<file path="src/rf_defines.svh">
// Register file subsystem parameters

`ifndef RF_DEFINES_SVH
`define RF_DEFINES_SVH

// Physical register count
`define RF_DEPTH 64

// Register word width
`define RF_DATA_W 32

// Writeback groups
// group 0 single-cycle, group 1 multi-cycle
`define RF_WB_GROUPS 2

// Source operands per operation
`define RF_READ_PORTS 2

`endif

</file>
<file path="src/rf_pkg.sv">
// Register file subsystem types

`include "rf_defines.svh"

package rf_pkg;

    // Physical register index
    typedef logic [$clog2(`RF_DEPTH)-1:0] phys_addr_t;

    // One register word
    typedef logic [`RF_DATA_W-1:0] rf_data_t;

    // Writeback group index
    typedef logic [$clog2(`RF_WB_GROUPS)-1:0] wb_group_t;

    // Opaque tag, passed through to the output
    typedef logic [7:0] op_tag_t;

    // Renamed operation as seen by decode
    typedef struct packed {
        phys_addr_t [`RF_READ_PORTS-1:0] rs_addr;
        wb_group_t [`RF_READ_PORTS-1:0]  rs_group;
        phys_addr_t                      rd_addr;
        logic                            uses_rd;
        wb_group_t                       rd_group;
        op_tag_t                         tag;
    } decoded_op_t;

endpackage

</file>
<file path="src/decode_stage.sv">
// Decode holding stage

`timescale 1ns/1ps

module decode_stage
    import rf_pkg::*;
(
    input  logic        clk,
    input  logic        rst_n,
    input  logic        in_valid,
    output logic        in_ready,
    input  decoded_op_t in_op,
    input  logic        issue_free,
    output decoded_op_t op,
    output logic        decode_advance
);

    logic        valid_r;
    decoded_op_t op_r;
    logic        accept;

    // Move on whenever issue can take the operation
    assign decode_advance = valid_r & issue_free;
    assign in_ready = ~valid_r | decode_advance;
    assign accept = in_valid & in_ready;
    assign op = op_r;

    always_ff @(posedge clk) begin
        if (!rst_n) begin
            valid_r <= 1'b0;
        end else if (accept) begin
            valid_r <= 1'b1;
        end else if (decode_advance) begin
            valid_r <= 1'b0;
        end
    end

    // Register 0 destination never tracked
    always_ff @(posedge clk) begin
        if (accept) begin
            op_r <= in_op;
            op_r.uses_rd <= in_op.uses_rd & (|in_op.rd_addr);
        end
    end

endmodule

</file>
<file path="config.mk">
export PLATFORM = sky130hd
export DESIGN_NAME = decode_stage
export DESIGN_NICKNAME = d
export VERILOG_FILES = /design/src/rf_pkg.sv /design/src/decode_stage.sv
export VERILOG_INCLUDE_DIRS = /design/src
export SDC_FILE = /design/constraint.sdc
export NUM_CORES = 1
export LEC_CHECK = 0
export ABC_AREA = 1
export BUFFER_PORTS_ARGS = -buffer_cell sky130_fd_sc_hd__buf_4
export CAP_MARGIN = 20
export CORE_MARGIN = 2
export CORE_UTILIZATION = 40
export DETAILED_ROUTE_END_ITERATION = 8
export PLACE_DENSITY = 0.88
export RECOVER_POWER = 25
export SYNTH_ARGS = -nofsm -noshare
export SYNTH_HDL_FRONTEND = slang
export SYNTH_SLANG_ARGS = --single-unit
export TNS_END_PERCENT = 50
</file>
<file path="constraint.sdc">
create_clock -name clk -period 3.2 [get_ports clk]
set_input_delay 0.64 -clock clk [delete_from_list [all_inputs] [get_ports clk]]
set_output_delay 0.64 -clock clk [all_outputs]
set_load 0.01 [all_outputs]
</file>
==> impl_metrics.xml <==
<?xml version="1.0" encoding="UTF-8"?>
<metrics>
  <group name="run_status">
    <metric name="outcome" unit="">finished, final reports clean</metric>
  </group>
  <group name="timing">
    <metric name="period_needed" unit="ns">1.73</metric>
    <metric name="setup_repair_after_global_routing_missed_its_margin" unit="">false</metric>
    <metric name="setup-tns-final" unit="ns">0</metric>
    <metric name="worst-slew-pin-transition" unit="ns">0.896</metric>
    <metric name="setup_viol_count_final" unit="">0</metric>
    <metric name="maxSlewHeadroom" unit="%">40.2</metric>
    <metric name="clock_skew" unit="ns">0.00584</metric>
    <metric name="worst_slack_on_hold_paths" unit="ns">0.514</metric>
    <metric name="layout_setup_ws" unit="ns">1.47</metric>
    <metric name="max_clock_freq" unit="MHz">580</metric>
    <metric name="post-route-period-util" unit="%">53.9</metric>
    <metric name="finalHoldViolCount" unit="">0</metric>
    <metric name="timing.final.max_slew_violations" unit="">0</metric>
  </group>
  <group name="clock_tree">
    <metric name="clk_latency_worst_skew_pair" unit="ns">0.31</metric>
    <metric name="ctsRootBufferMaster" unit="">sky130_fd_sc_hd__clkbuf_4</metric>
    <metric name="sink_count" unit="">31</metric>
    <metric name="post-cts-setup-buffers" unit="">0</metric>
    <metric name="post_cts.resized_instances" unit="">0</metric>
    <metric name="clock_path_buffers" unit="">2</metric>
    <metric name="clock_input_transition_at_the_sequential_cells_of_the_worst_setup_and_hold_paths" unit="ns">0.08</metric>
    <metric name="cts-buffers-inserted" unit="">5</metric>
    <metric name="holdBufCountCts" unit="">0</metric>
    <metric name="tritoncts" unit="">yes</metric>
    <metric name="cts_htree_levels" unit="">2</metric>
  </group>
  <group name="synth">
    <metric name="synth_seq_area_share" unit="%">93.8</metric>
    <metric name="synth_cells" unit="">44</metric>
    <metric name="synthesis.yosys.warnings" unit="">0</metric>
    <metric name="synth_area" unit="µm²">982</metric>
    <metric name="post_synth_top_area_share" unit="%">91.7</metric>
    <metric name="synth_area_per_cell" unit="µm²">22.3</metric>
    <metric name="synth_cell_type_count" unit="">9</metric>
    <metric name="synthDominantAreaCellType" unit="">sky130_fd_sc_hd__edfxtp_1</metric>
    <metric name="mappedNetlistNets" unit="">78</metric>
    <metric name="synth.top_cells.by_area" unit="">sky130_fd_sc_hd__edfxtp_1, sky130_fd_sc_hd__dfxtp_1, sky130_fd_sc_hd__inv_1</metric>
    <metric name="synth-seq-cells" unit="">31</metric>
  </group>
  <group name="power_and_ir_drop">
    <metric name="netSwitchingPower" unit="µW">161</metric>
    <metric name="p_comb_share" unit="%">11.8</metric>
    <metric name="power_density" unit="mW/mm²">491</metric>
    <metric name="sequentialPowerShare" unit="%">62.5</metric>
    <metric name="power.internal" unit="µW">607</metric>
    <metric name="power.leakage" unit="µW">0.000678</metric>
    <metric name="clockPowerShare" unit="%">25.7</metric>
    <metric name="switching_power_as_a_share_of_total_power" unit="%">21.0</metric>
    <metric name="power.ir.vdd_worst" unit="mV">0.449</metric>
  </group>
  <group name="floorplanning">
    <metric name="fp.coreArea" unit="mm²">0.00228</metric>
    <metric name="num_rows" unit="">17</metric>
    <metric name="fp.dieH" unit="µm">53.6</metric>
    <metric name="fp.dieW" unit="µm">53.6</metric>
    <metric name="start_util" unit="%">43.2</metric>
    <metric name="fp.dieArea" unit="mm²">0.00287</metric>
    <metric name="ios" unit="">66</metric>
  </group>
  <group name="finish">
    <metric name="drive_above_1_share" unit="%">62.4</metric>
    <metric name="syn2layout_area_growth" unit="%">59.4</metric>
    <metric name="filler_cell_count" unit="">163</metric>
    <metric name="area_occupied_by_registers" unit="µm²">921</metric>
    <metric name="final_net_count" unit="">150</metric>
    <metric name="antenna_cells_inserted" unit="">0</metric>
    <metric name="multi_input_area" unit="µm²">57.6</metric>
    <metric name="post_layout_nonfiller_instances" unit="">145</metric>
  </group>
  <group name="route">
    <metric name="post-route-drc-count" unit="">0</metric>
    <metric name="maxUsedRoutingLayer" unit="">met4</metric>
    <metric name="detail_route.iter0.violations" unit="">9</metric>
    <metric name="routedWlPerCell" unit="µm">12.6</metric>
    <metric name="routed-via-count" unit="">634</metric>
    <metric name="wl_met2" unit="µm">970</metric>
    <metric name="dr.pass1.iters" unit="">4</metric>
    <metric name="final_antenna_net_count" unit="">0</metric>
    <metric name="wl_met3" unit="µm">191</metric>
    <metric name="routed_wire_length" unit="mm">1.82</metric>
    <metric name="route.detailed.vias_per_inst" unit="">4.37</metric>
    <metric name="routedLengthMet1" unit="µm">633</metric>
  </group>
  <group name="worst_setup_path">
    <metric name="timing.setup.critical_path_class" unit="">input port to output port</metric>
    <metric name="worstPathRequired" unit="ns">2.56</metric>
    <metric name="critPathLaunchType" unit="">input port</metric>
    <metric name="cp_data_arrival_time" unit="ns">1.09</metric>
    <metric name="critPathMaxFanout" unit="">2</metric>
    <metric name="critical_path.endpoint_type" unit="">output port</metric>
  </group>
  <group name="placed_design">
    <metric name="placed_cells" unit="">137</metric>
    <metric name="port-buffer-count" unit="">65</metric>
    <metric name="gp_routability_congestion" unit="">0.635</metric>
    <metric name="pre_cts_slack" unit="ns">1.26</metric>
  </group>
  <group name="grt">
    <metric name="grt_overflow_total" unit="">0</metric>
    <metric name="grt_pass1_vias" unit="">644</metric>
    <metric name="grt_max_degree" unit="">31</metric>
    <metric name="antenna_found_initial" unit="">0</metric>
    <metric name="global_route_wire_length_before_repair" unit="mm">2.74</metric>
    <metric name="grt.total_usage" unit="%">15.0</metric>
  </group>
  <group name="flow_run">
    <metric name="maxCapViolCount" unit="">0</metric>
  </group>
  <group name="hold_path">
    <metric name="worstHoldPathType" unit="">input port to flop</metric>
  </group>
</metrics>
[critical path, cell delays in order]
cell and delay [ns]:
sky130_fd_sc_hd__buf_4 0.11, sky130_fd_sc_hd__inv_1 0.11, sky130_fd_sc_hd__nand2_2 0.08, sky130_fd_sc_hd__buf_4 0.15
[registers in the layout, summed over array words and instances, names as in the netlist]
| signal | flops |
|---|---|
| op | 30 |
| valid_r | 1 |
[per-stage QoR]
step           power [µW]  util, %  instance area, µm²
5_1_grt               808     68.8                1570
6_report              768     68.8                1570
4_1_cts               781     68.8                1570
3_3_place_gp          580     66.6                1520
2_1_floorplan         514        -                 982
3_5_place_dp          584     66.6                1520
[metal layers]
layer,GRT usage [%],up-vias
li1,-,308
met1,13.5,280
met2,25.9,42
met3,8.06,4
met4,8.97,0
met5,0,-
[worst paths after layout]
kind         startpoint        to  slack (ns)  cells past startpoint
max          issue_free  in_ready        1.47                      4
min reg2reg     valid_r   valid_r        0.55                      2
max reg2reg     valid_r     op[5]        1.72                      1
min           in_op[11]    op[11]        0.51                      1
[power by group through the flow]
stage                     Combinational, µW  Sequential, µW  Clock [µW]
final                                  90.6             480         198
after global routing                   98.5             483         226
after CTS                              93.8             481         206
after detailed placement               93.8             490           0
after global placement                 91.2             489           0
after floorplan                        11.8             502           0
[kinds of logic after synthesis]
logic type             after synthesis  share of synthesized area [%]
AO/OA/AOI/OAI                        2                           1.66
AND/OR/NAND/NOR                      7                           3.06
flip-flops                          31                           93.8
buffers and inverters                4                           1.53
[synth_stat cells]
cell                       count
sky130_fd_sc_hd__a21boi_2      1
sky130_fd_sc_hd__nand2_1       2
sky130_fd_sc_hd__a21oi_1       1
sky130_fd_sc_hd__inv_1         4
sky130_fd_sc_hd__edfxtp_1     30
sky130_fd_sc_hd__nand2_2       1
sky130_fd_sc_hd__nor2_1        3
sky130_fd_sc_hd__dfxtp_1       1
sky130_fd_sc_hd__nand3_1       1
[final cells by class]
type,instances,share of cell area [%]
inverter,4,0.959
timing repair buffer,65,31.2
clock buffer,6,2.64
sequential,31,58.8
multi-input combinational,9,3.68
clock inverter,2,0.480
tap,28,2.24
[cell usage in the layout (no fill, tap or decap)]
| cell | count |
|---|---|
| sky130_fd_sc_hd__edfxtp_1 | 30 |
| sky130_fd_sc_hd__buf_4 | 42 |
| sky130_fd_sc_hd__nand2_1 | 2 |
| sky130_fd_sc_hd__nand3_1 | 1 |
| sky130_fd_sc_hd__nor2_1 | 3 |
| sky130_fd_sc_hd__a21boi_2 | 1 |
| sky130_fd_sc_hd__a21oi_4 | 1 |
| sky130_fd_sc_hd__nand2_2 | 1 |
| sky130_fd_sc_hd__clkinv_1 | 2 |
| sky130_fd_sc_hd__clkbuf_4 | 28 |
| sky130_fd_sc_hd__dfxtp_1 | 1 |
| sky130_fd_sc_hd__clkbuf_1 | 1 |
| sky130_fd_sc_hd__inv_1 | 4 |
Note: power is estimated with default switching activity, not from simulation.
