File: src/rf_defines.svh
// Register file subsystem parameters

`ifndef RF_DEFINES_SVH
`define RF_DEFINES_SVH

// Physical register count
`define RF_DEPTH 64

// Register word width
`define RF_DATA_W 32

// Writeback groups
// group 0 single-cycle, group 1 multi-cycle
`define RF_WB_GROUPS 2

// Source operands per operation
`define RF_READ_PORTS 2

`endif

File: src/rf_pkg.sv
// Register file subsystem types

`include "rf_defines.svh"

package rf_pkg;

    // Physical register index
    typedef logic [$clog2(`RF_DEPTH)-1:0] phys_addr_t;

    // One register word
    typedef logic [`RF_DATA_W-1:0] rf_data_t;

    // Writeback group index
    typedef logic [$clog2(`RF_WB_GROUPS)-1:0] wb_group_t;

    // Opaque tag, passed through to the output
    typedef logic [7:0] op_tag_t;

    // Renamed operation as seen by decode
    typedef struct packed {
        phys_addr_t [`RF_READ_PORTS-1:0] rs_addr;
        wb_group_t [`RF_READ_PORTS-1:0]  rs_group;
        phys_addr_t                      rd_addr;
        logic                            uses_rd;
        wb_group_t                       rd_group;
        op_tag_t                         tag;
    } decoded_op_t;

endpackage

File: src/rf_issue_if.sv
// Register file to issue link

`timescale 1ns/1ps

`include "rf_defines.svh"

interface rf_issue_if import rf_pkg::*; ();

    // Issue side: held operation addresses
    phys_addr_t phys_rs_addr [`RF_READ_PORTS];
    phys_addr_t phys_rd_addr;
    // Accepted issue of a group 0 writer
    logic       single_cycle_issue;

    // Register file side: live state and operands
    logic       inuse [`RF_READ_PORTS];
    rf_data_t   data [`RF_READ_PORTS];

    modport register_file (
        input  phys_rs_addr, phys_rd_addr, single_cycle_issue,
        output inuse, data
    );

    modport issue (
        output phys_rs_addr, phys_rd_addr, single_cycle_issue,
        input  inuse, data
    );

endinterface

File: src/issue_stage.sv
// Issue holding stage

`timescale 1ns/1ps

`include "rf_defines.svh"

module issue_stage
    import rf_pkg::*;
(
    input  logic          clk,
    input  logic          rst_n,
    input  decoded_op_t   op,
    input  logic          decode_advance,
    output logic          issue_free,
    rf_issue_if.issue     rf_issue,
    output logic          out_valid,
    input  logic          out_ready,
    output op_tag_t       out_tag,
    output phys_addr_t    out_rd,
    output wb_group_t     out_group,
    output rf_data_t      out_rs1_data,
    output rf_data_t      out_rs2_data
);

    logic        valid_r;
    decoded_op_t op_r;
    logic        operands_ready;
    logic        issue_accept;

    // Wait until no source has a pending writer
    always_comb begin
        operands_ready = 1'b1;
        for (int i = 0; i < `RF_READ_PORTS; i++) begin
            rf_issue.phys_rs_addr[i] = op_r.rs_addr[i];
            operands_ready = operands_ready & ~rf_issue.inuse[i];
        end
    end

    assign out_valid = valid_r & operands_ready;
    assign issue_accept = out_valid & out_ready;
    assign issue_free = ~valid_r | issue_accept;

    // Group 0 writers release their destination here
    assign rf_issue.phys_rd_addr = op_r.rd_addr;
    assign rf_issue.single_cycle_issue = issue_accept & op_r.uses_rd & (op_r.rd_group == '0);

    always_ff @(posedge clk) begin
        if (!rst_n) begin
            valid_r <= 1'b0;
        end else if (decode_advance) begin
            valid_r <= 1'b1;
        end else if (issue_accept) begin
            valid_r <= 1'b0;
        end
    end

    always_ff @(posedge clk) begin
        if (decode_advance) begin
            op_r <= op;
        end
    end

    // Output payload
    assign out_tag = op_r.tag;
    assign out_rd = op_r.rd_addr;
    assign out_group = op_r.rd_group;
    assign out_rs1_data = rf_issue.data[0];
    assign out_rs2_data = rf_issue.data[1];

endmodule

File: src/flat_wrapper.sv
// flat-port wrapper written by rule: the top's interface ports become plain ports
module issue_stage_flat import rf_pkg::*;
  (clk, rst_n, op, decode_advance, issue_free, out_valid, out_ready, out_tag, out_rd, out_group, out_rs1_data, out_rs2_data, rf_issue_phys_rs_addr, rf_issue_phys_rd_addr, rf_issue_single_cycle_issue, rf_issue_inuse, rf_issue_data);
  rf_issue_if rf_issue_i ();
  input  logic clk;
  input  logic rst_n;
  input  decoded_op_t op;
  input  logic decode_advance;
  output logic issue_free;
  output logic out_valid;
  input  logic out_ready;
  output op_tag_t out_tag;
  output phys_addr_t out_rd;
  output wb_group_t out_group;
  output rf_data_t out_rs1_data;
  output rf_data_t out_rs2_data;
  output wire logic [$bits(rf_issue_i.phys_rs_addr)-1:0] rf_issue_phys_rs_addr;
  output wire logic [$bits(rf_issue_i.phys_rd_addr)-1:0] rf_issue_phys_rd_addr;
  output wire logic [$bits(rf_issue_i.single_cycle_issue)-1:0] rf_issue_single_cycle_issue;
  input wire logic [$bits(rf_issue_i.inuse)-1:0] rf_issue_inuse;
  input wire logic [$bits(rf_issue_i.data)-1:0] rf_issue_data;
  assign rf_issue_phys_rs_addr = {>>{rf_issue_i.phys_rs_addr}};
  assign rf_issue_phys_rd_addr = rf_issue_i.phys_rd_addr;
  assign rf_issue_single_cycle_issue = rf_issue_i.single_cycle_issue;
  assign rf_issue_i.inuse = {>>{rf_issue_inuse}};
  assign rf_issue_i.data = {>>{rf_issue_data}};
  issue_stage u_core (.clk(clk), .rst_n(rst_n), .op(op), .decode_advance(decode_advance), .issue_free(issue_free), .rf_issue(rf_issue_i), .out_valid(out_valid), .out_ready(out_ready), .out_tag(out_tag), .out_rd(out_rd), .out_group(out_group), .out_rs1_data(out_rs1_data), .out_rs2_data(out_rs2_data));
endmodule
File: config.mk
export PLATFORM = sky130hd
export DESIGN_NAME = issue_stage_flat
export DESIGN_NICKNAME = d
export VERILOG_FILES = /design/src/rf_pkg.sv /design/src/rf_issue_if.sv /design/src/issue_stage.sv /design/src/flat_wrapper.sv
export VERILOG_INCLUDE_DIRS = /design/src
export SDC_FILE = /design/constraint.sdc
export NUM_CORES = 1
export LEC_CHECK = 0
export BUFFER_PORTS_ARGS = -buffer_cell sky130_fd_sc_hd__buf_2
export CAP_MARGIN = 10
export CORE_AREA = 2 2 78 80
export CTS_CLUSTER_DIAMETER = 80
export DETAILED_ROUTE_END_ITERATION = 8
export DIE_AREA = 0 0 80 82
export PLACE_DENSITY = 0.72
export SLEW_MARGIN = 0
export SYNTH_ARGS = -nofsm -noshare
export SYNTH_HDL_FRONTEND = slang
export SYNTH_SLANG_ARGS = --single-unit
File: constraint.sdc
create_clock -name clk -period 2.05 [get_ports clk]
set_clock_uncertainty 0.2 [all_clocks]
set_input_delay 0 -clock clk [delete_from_list [all_inputs] [get_ports clk]]
set_output_delay 0 -clock clk [all_outputs]
set_load 0.01 [all_outputs]
==> impl_metrics.yaml <==
global_route:
  grt_pass1_wl_mm: 5.51
  overflow_left_after_global_routing: 0
  global_route.usage.met1_pct: 9.08
  track_usage_pct: 11.8
  use_met2_pct: 23.8
  number_of_global_route_vias_before_repair: 1107
  grt_antenna_before_repair: 2
  grt_max_degree: 31
  globalRoute.busiestLayer: "met2"
  met3_usage_pct: 5.49
routing:
  detail_route.vias_per_cell: 3.88
  ant_nets: 0
  drt_iter0_markers: 15
  route.vias.total: 1105
  wl_per_cell_um: 15.7
  detail_route.drc_violations: 0
  drt_wl_total_mm: 4.48
  first_pass_drt_iterations: 4
clock_network:
  clk-insertion-delay-late_ps: 270
  cts_buffers: 5
  clock-root-buffer: "sky130_fd_sc_hd__clkbuf_8"
  post_cts.repair.setup_buffers: 0
  htree_levels: 2
  clock_sink_count: 29
  post_cts_resize_count: 0
  tritoncts: "yes"
  max-clock-path-buffers: 2
timing:
  fmax_mhz: 635
  setup_viol_count_final: 0
  slew_violations: 0
  timing.final.crit_period_ps: 1570
  period_share_pct: 76.8
  grt_setup_unrepaired: "no"
  setup_tns_ps: 0
  finalWorstSetupSlack_ps: 475
  timing.final.hold_violations: 0
  relSlewSlack_pct: 56.7
  worst_pin_slew_ps: 649
cells_and_area:
  fillers: 544
  register_area_um2: 861
  layout-area-overhead-vs-synth_pct: 47.7
  finish.cell_count_without_fillers: 285
  multiInputGateArea_um2: 51.3
  layout.nets: 308
  finished_layout_cell_area_mm2: 0.00241
  fraction_of_layout_instances_using_a_drive_strength_above_1_pct: 36.4
floorplan:
  num_ports: 200
  floorplan.rows: 28
  die_h_um: 82
  initial_core_util_pct: 28.4
  floorplan.die.width_um: 80
  core_region_area_mm2: 0.00575
  design.die.area_mm2: 0.00656
worst_setup_path:
  critical_path_required_ps: 1850
  critPathTopFamily: "buffers and inverters"
  worst_path_max_delay_cell: "sky130_fd_sc_hd__dlygate4sd3_1"
  worst_setup_path_start_kind: "input pin"
  cp_num_buf_inv: 3
  critical_path.reg2reg.startpoint: "u_core.valid_r$_SDFFE_PN0P_"
  critical_path.max_fanout: 3
  max_stage_delay_ps: 530
  crit_path_start: "rf_issue_inuse[1]"
  crit_path_end_kind: "output port"
  crit_path_cell_trace: "dlygate4sd3_1, buf_2, or3b_1, nor3_2, buf_2"
  cp_common_cell: "sky130_fd_sc_hd__buf_2"
  worst-endpoint-arrival_ps: 1370
  timing.setup.critical_path_class: "in -> out"
power_and_ir_drop:
  power_density_mw_per_mm2: 659
  power.leakage_nw: 1.02
  finalPower_mw: 1.59
  peakVddDrop_v: 0.000535
placed_design:
  placement_stage_cell_area_mm2: 0.00135
  gp_congestion: 0.660
  preCtsSetupSlack_ps: 928
  dp.cells: 181
  port_buffers: 69
hold_path:
  holdCritPathClass: "in -> out"
  timing.hold.worst.start: "rf_issue_inuse[0]"
yosys:
  synth_cells: 133
  synth_top_area_share_pct: 51.5
  synth_sequential_area_ratio_pct: 52.7
  synthesis.nets: 233
  synth_area_mm2: 0.00163
  ys_warn_count: 0
  synthMostInstantiatedCell: "sky130_fd_sc_hd__buf_4"
  ys_ff_latch: 29
  ys_types: 10
  synth_top_cells_by_area: "sky130_fd_sc_hd__edfxtp_1 (51%), sky130_fd_sc_hd__buf_4 (44%), sky130_fd_sc_hd__dfxtp_1 (1.2%)"
  yosysTopAreaCell: "sky130_fd_sc_hd__edfxtp_1"
  syn-mean-instance-area_um2: 12.3
  most_frequently_used_flop_master_after_synthesis: "sky130_fd_sc_hd__edfxtp_1"
  synthTopCellsByCount: "sky130_fd_sc_hd__buf_4 (96), sky130_fd_sc_hd__edfxtp_1 (28), sky130_fd_sc_hd__nand2_1 (2)"
  ys_async_sr_fraction_pct: 0
  number_of_enable_flip_flop_cells_after_synthesis: 28
flow_run:
  drv_cap: 0
status:
  run_status: "finished, final reports clean"
[timing repair]
action / CTS / global route
endpoints found under the setup margin: 0 / 0
endpoints found under the hold margin: 93 / 0
hold buffers: 95 / 0
[report_power, final]
group	internal [mW]	total, mW	switching (mW)
registers	0.702	0.716	0.0135
clock network	0.358	0.552	0.194
logic	0.180	0.322	0.141
total	1.24	1.59	0.349
[metal layers]
metal / routed length (um) / up-vias / part of all wire [%]
li1: - / 488 / -
met5: 13 / - / 0.29
met3: 569 / 13 / 13
met2: 2580 / 104 / 58
met4: 119 / 2 / 2.7
met1: 1200 / 498 / 27
[path summary, 6_finish.rpt]
check / to / cells after the start / slack [ps]
min reg2reg: u_core.valid_r$_SDFFE_PN0P_ / 2 / 430
max reg2reg: u_core.valid_r$_SDFFE_PN0P_ / 2 / 1130
max: rf_issue_single_cycle_issue / 5 / 480
min: out_valid / 3 / 70
[cells by family after synthesis]
| family | count (synthesis) | synth area share (%) |
|---|---|---|
| flip-flops | 29 | 52.7 |
| AO/OA/AOI/OAI | 1 | 0.306 |
| AND/OR/NAND/NOR | 7 | 2.84 |
| buffers and inverters | 96 | 44.1 |
[layout by cell type, fill, tap and decap left out, drive strengths merged]
master,netlist,final
dfxtp,1,1
dlygate4sd3,0,95
clkbuf,0,6
buf,96,69
clkinv,0,1
nor4b,1,1
nor3,1,1
diode,0,1
nor3b,1,1
bufinv,0,1
or3b,1,1
edfxtp,28,28
nand2,2,2
o21ai,1,1
nor2,1,1
[layout make-up]
class,instances,area share (%)
Clock buffer,6,3.01
Timing Repair Buffer,164,53.8
Sequential cell,29,35.7
Multi-Input combinational cell,8,2.13
Clock inverter,2,1.40
Antenna cell,1,0.104
Tap cell,75,3.89
[worst register-to-register path, delay by kind of cell (launching register included)]
family	cells	cell delay, ps
AND/OR/NAND/NOR	1	70
AO/OA/AOI/OAI	1	200
flip-flops	1	340
[through the flow]
step / utilization, % / hold slack [ps]
final: 42.0 / 68.3
after global routing: 42.0 / 89.9
after CTS: 41.9 / 68.6
after detailed placement: 23.5 / -200
after global placement: 23.5 / -200
after floorplan: - / -151
[state kept, by name (all words and copies together), names as in the netlist]
register                      flops
u_core.op_r                       1
u_core.out_rd                     6
u_core.valid_r                    1
u_core.out_tag                    8
u_core.rf_issue.phys_rs_addr     12
u_core.out_group                  1
No activity file was read; power rests on OpenSTA's default activity.
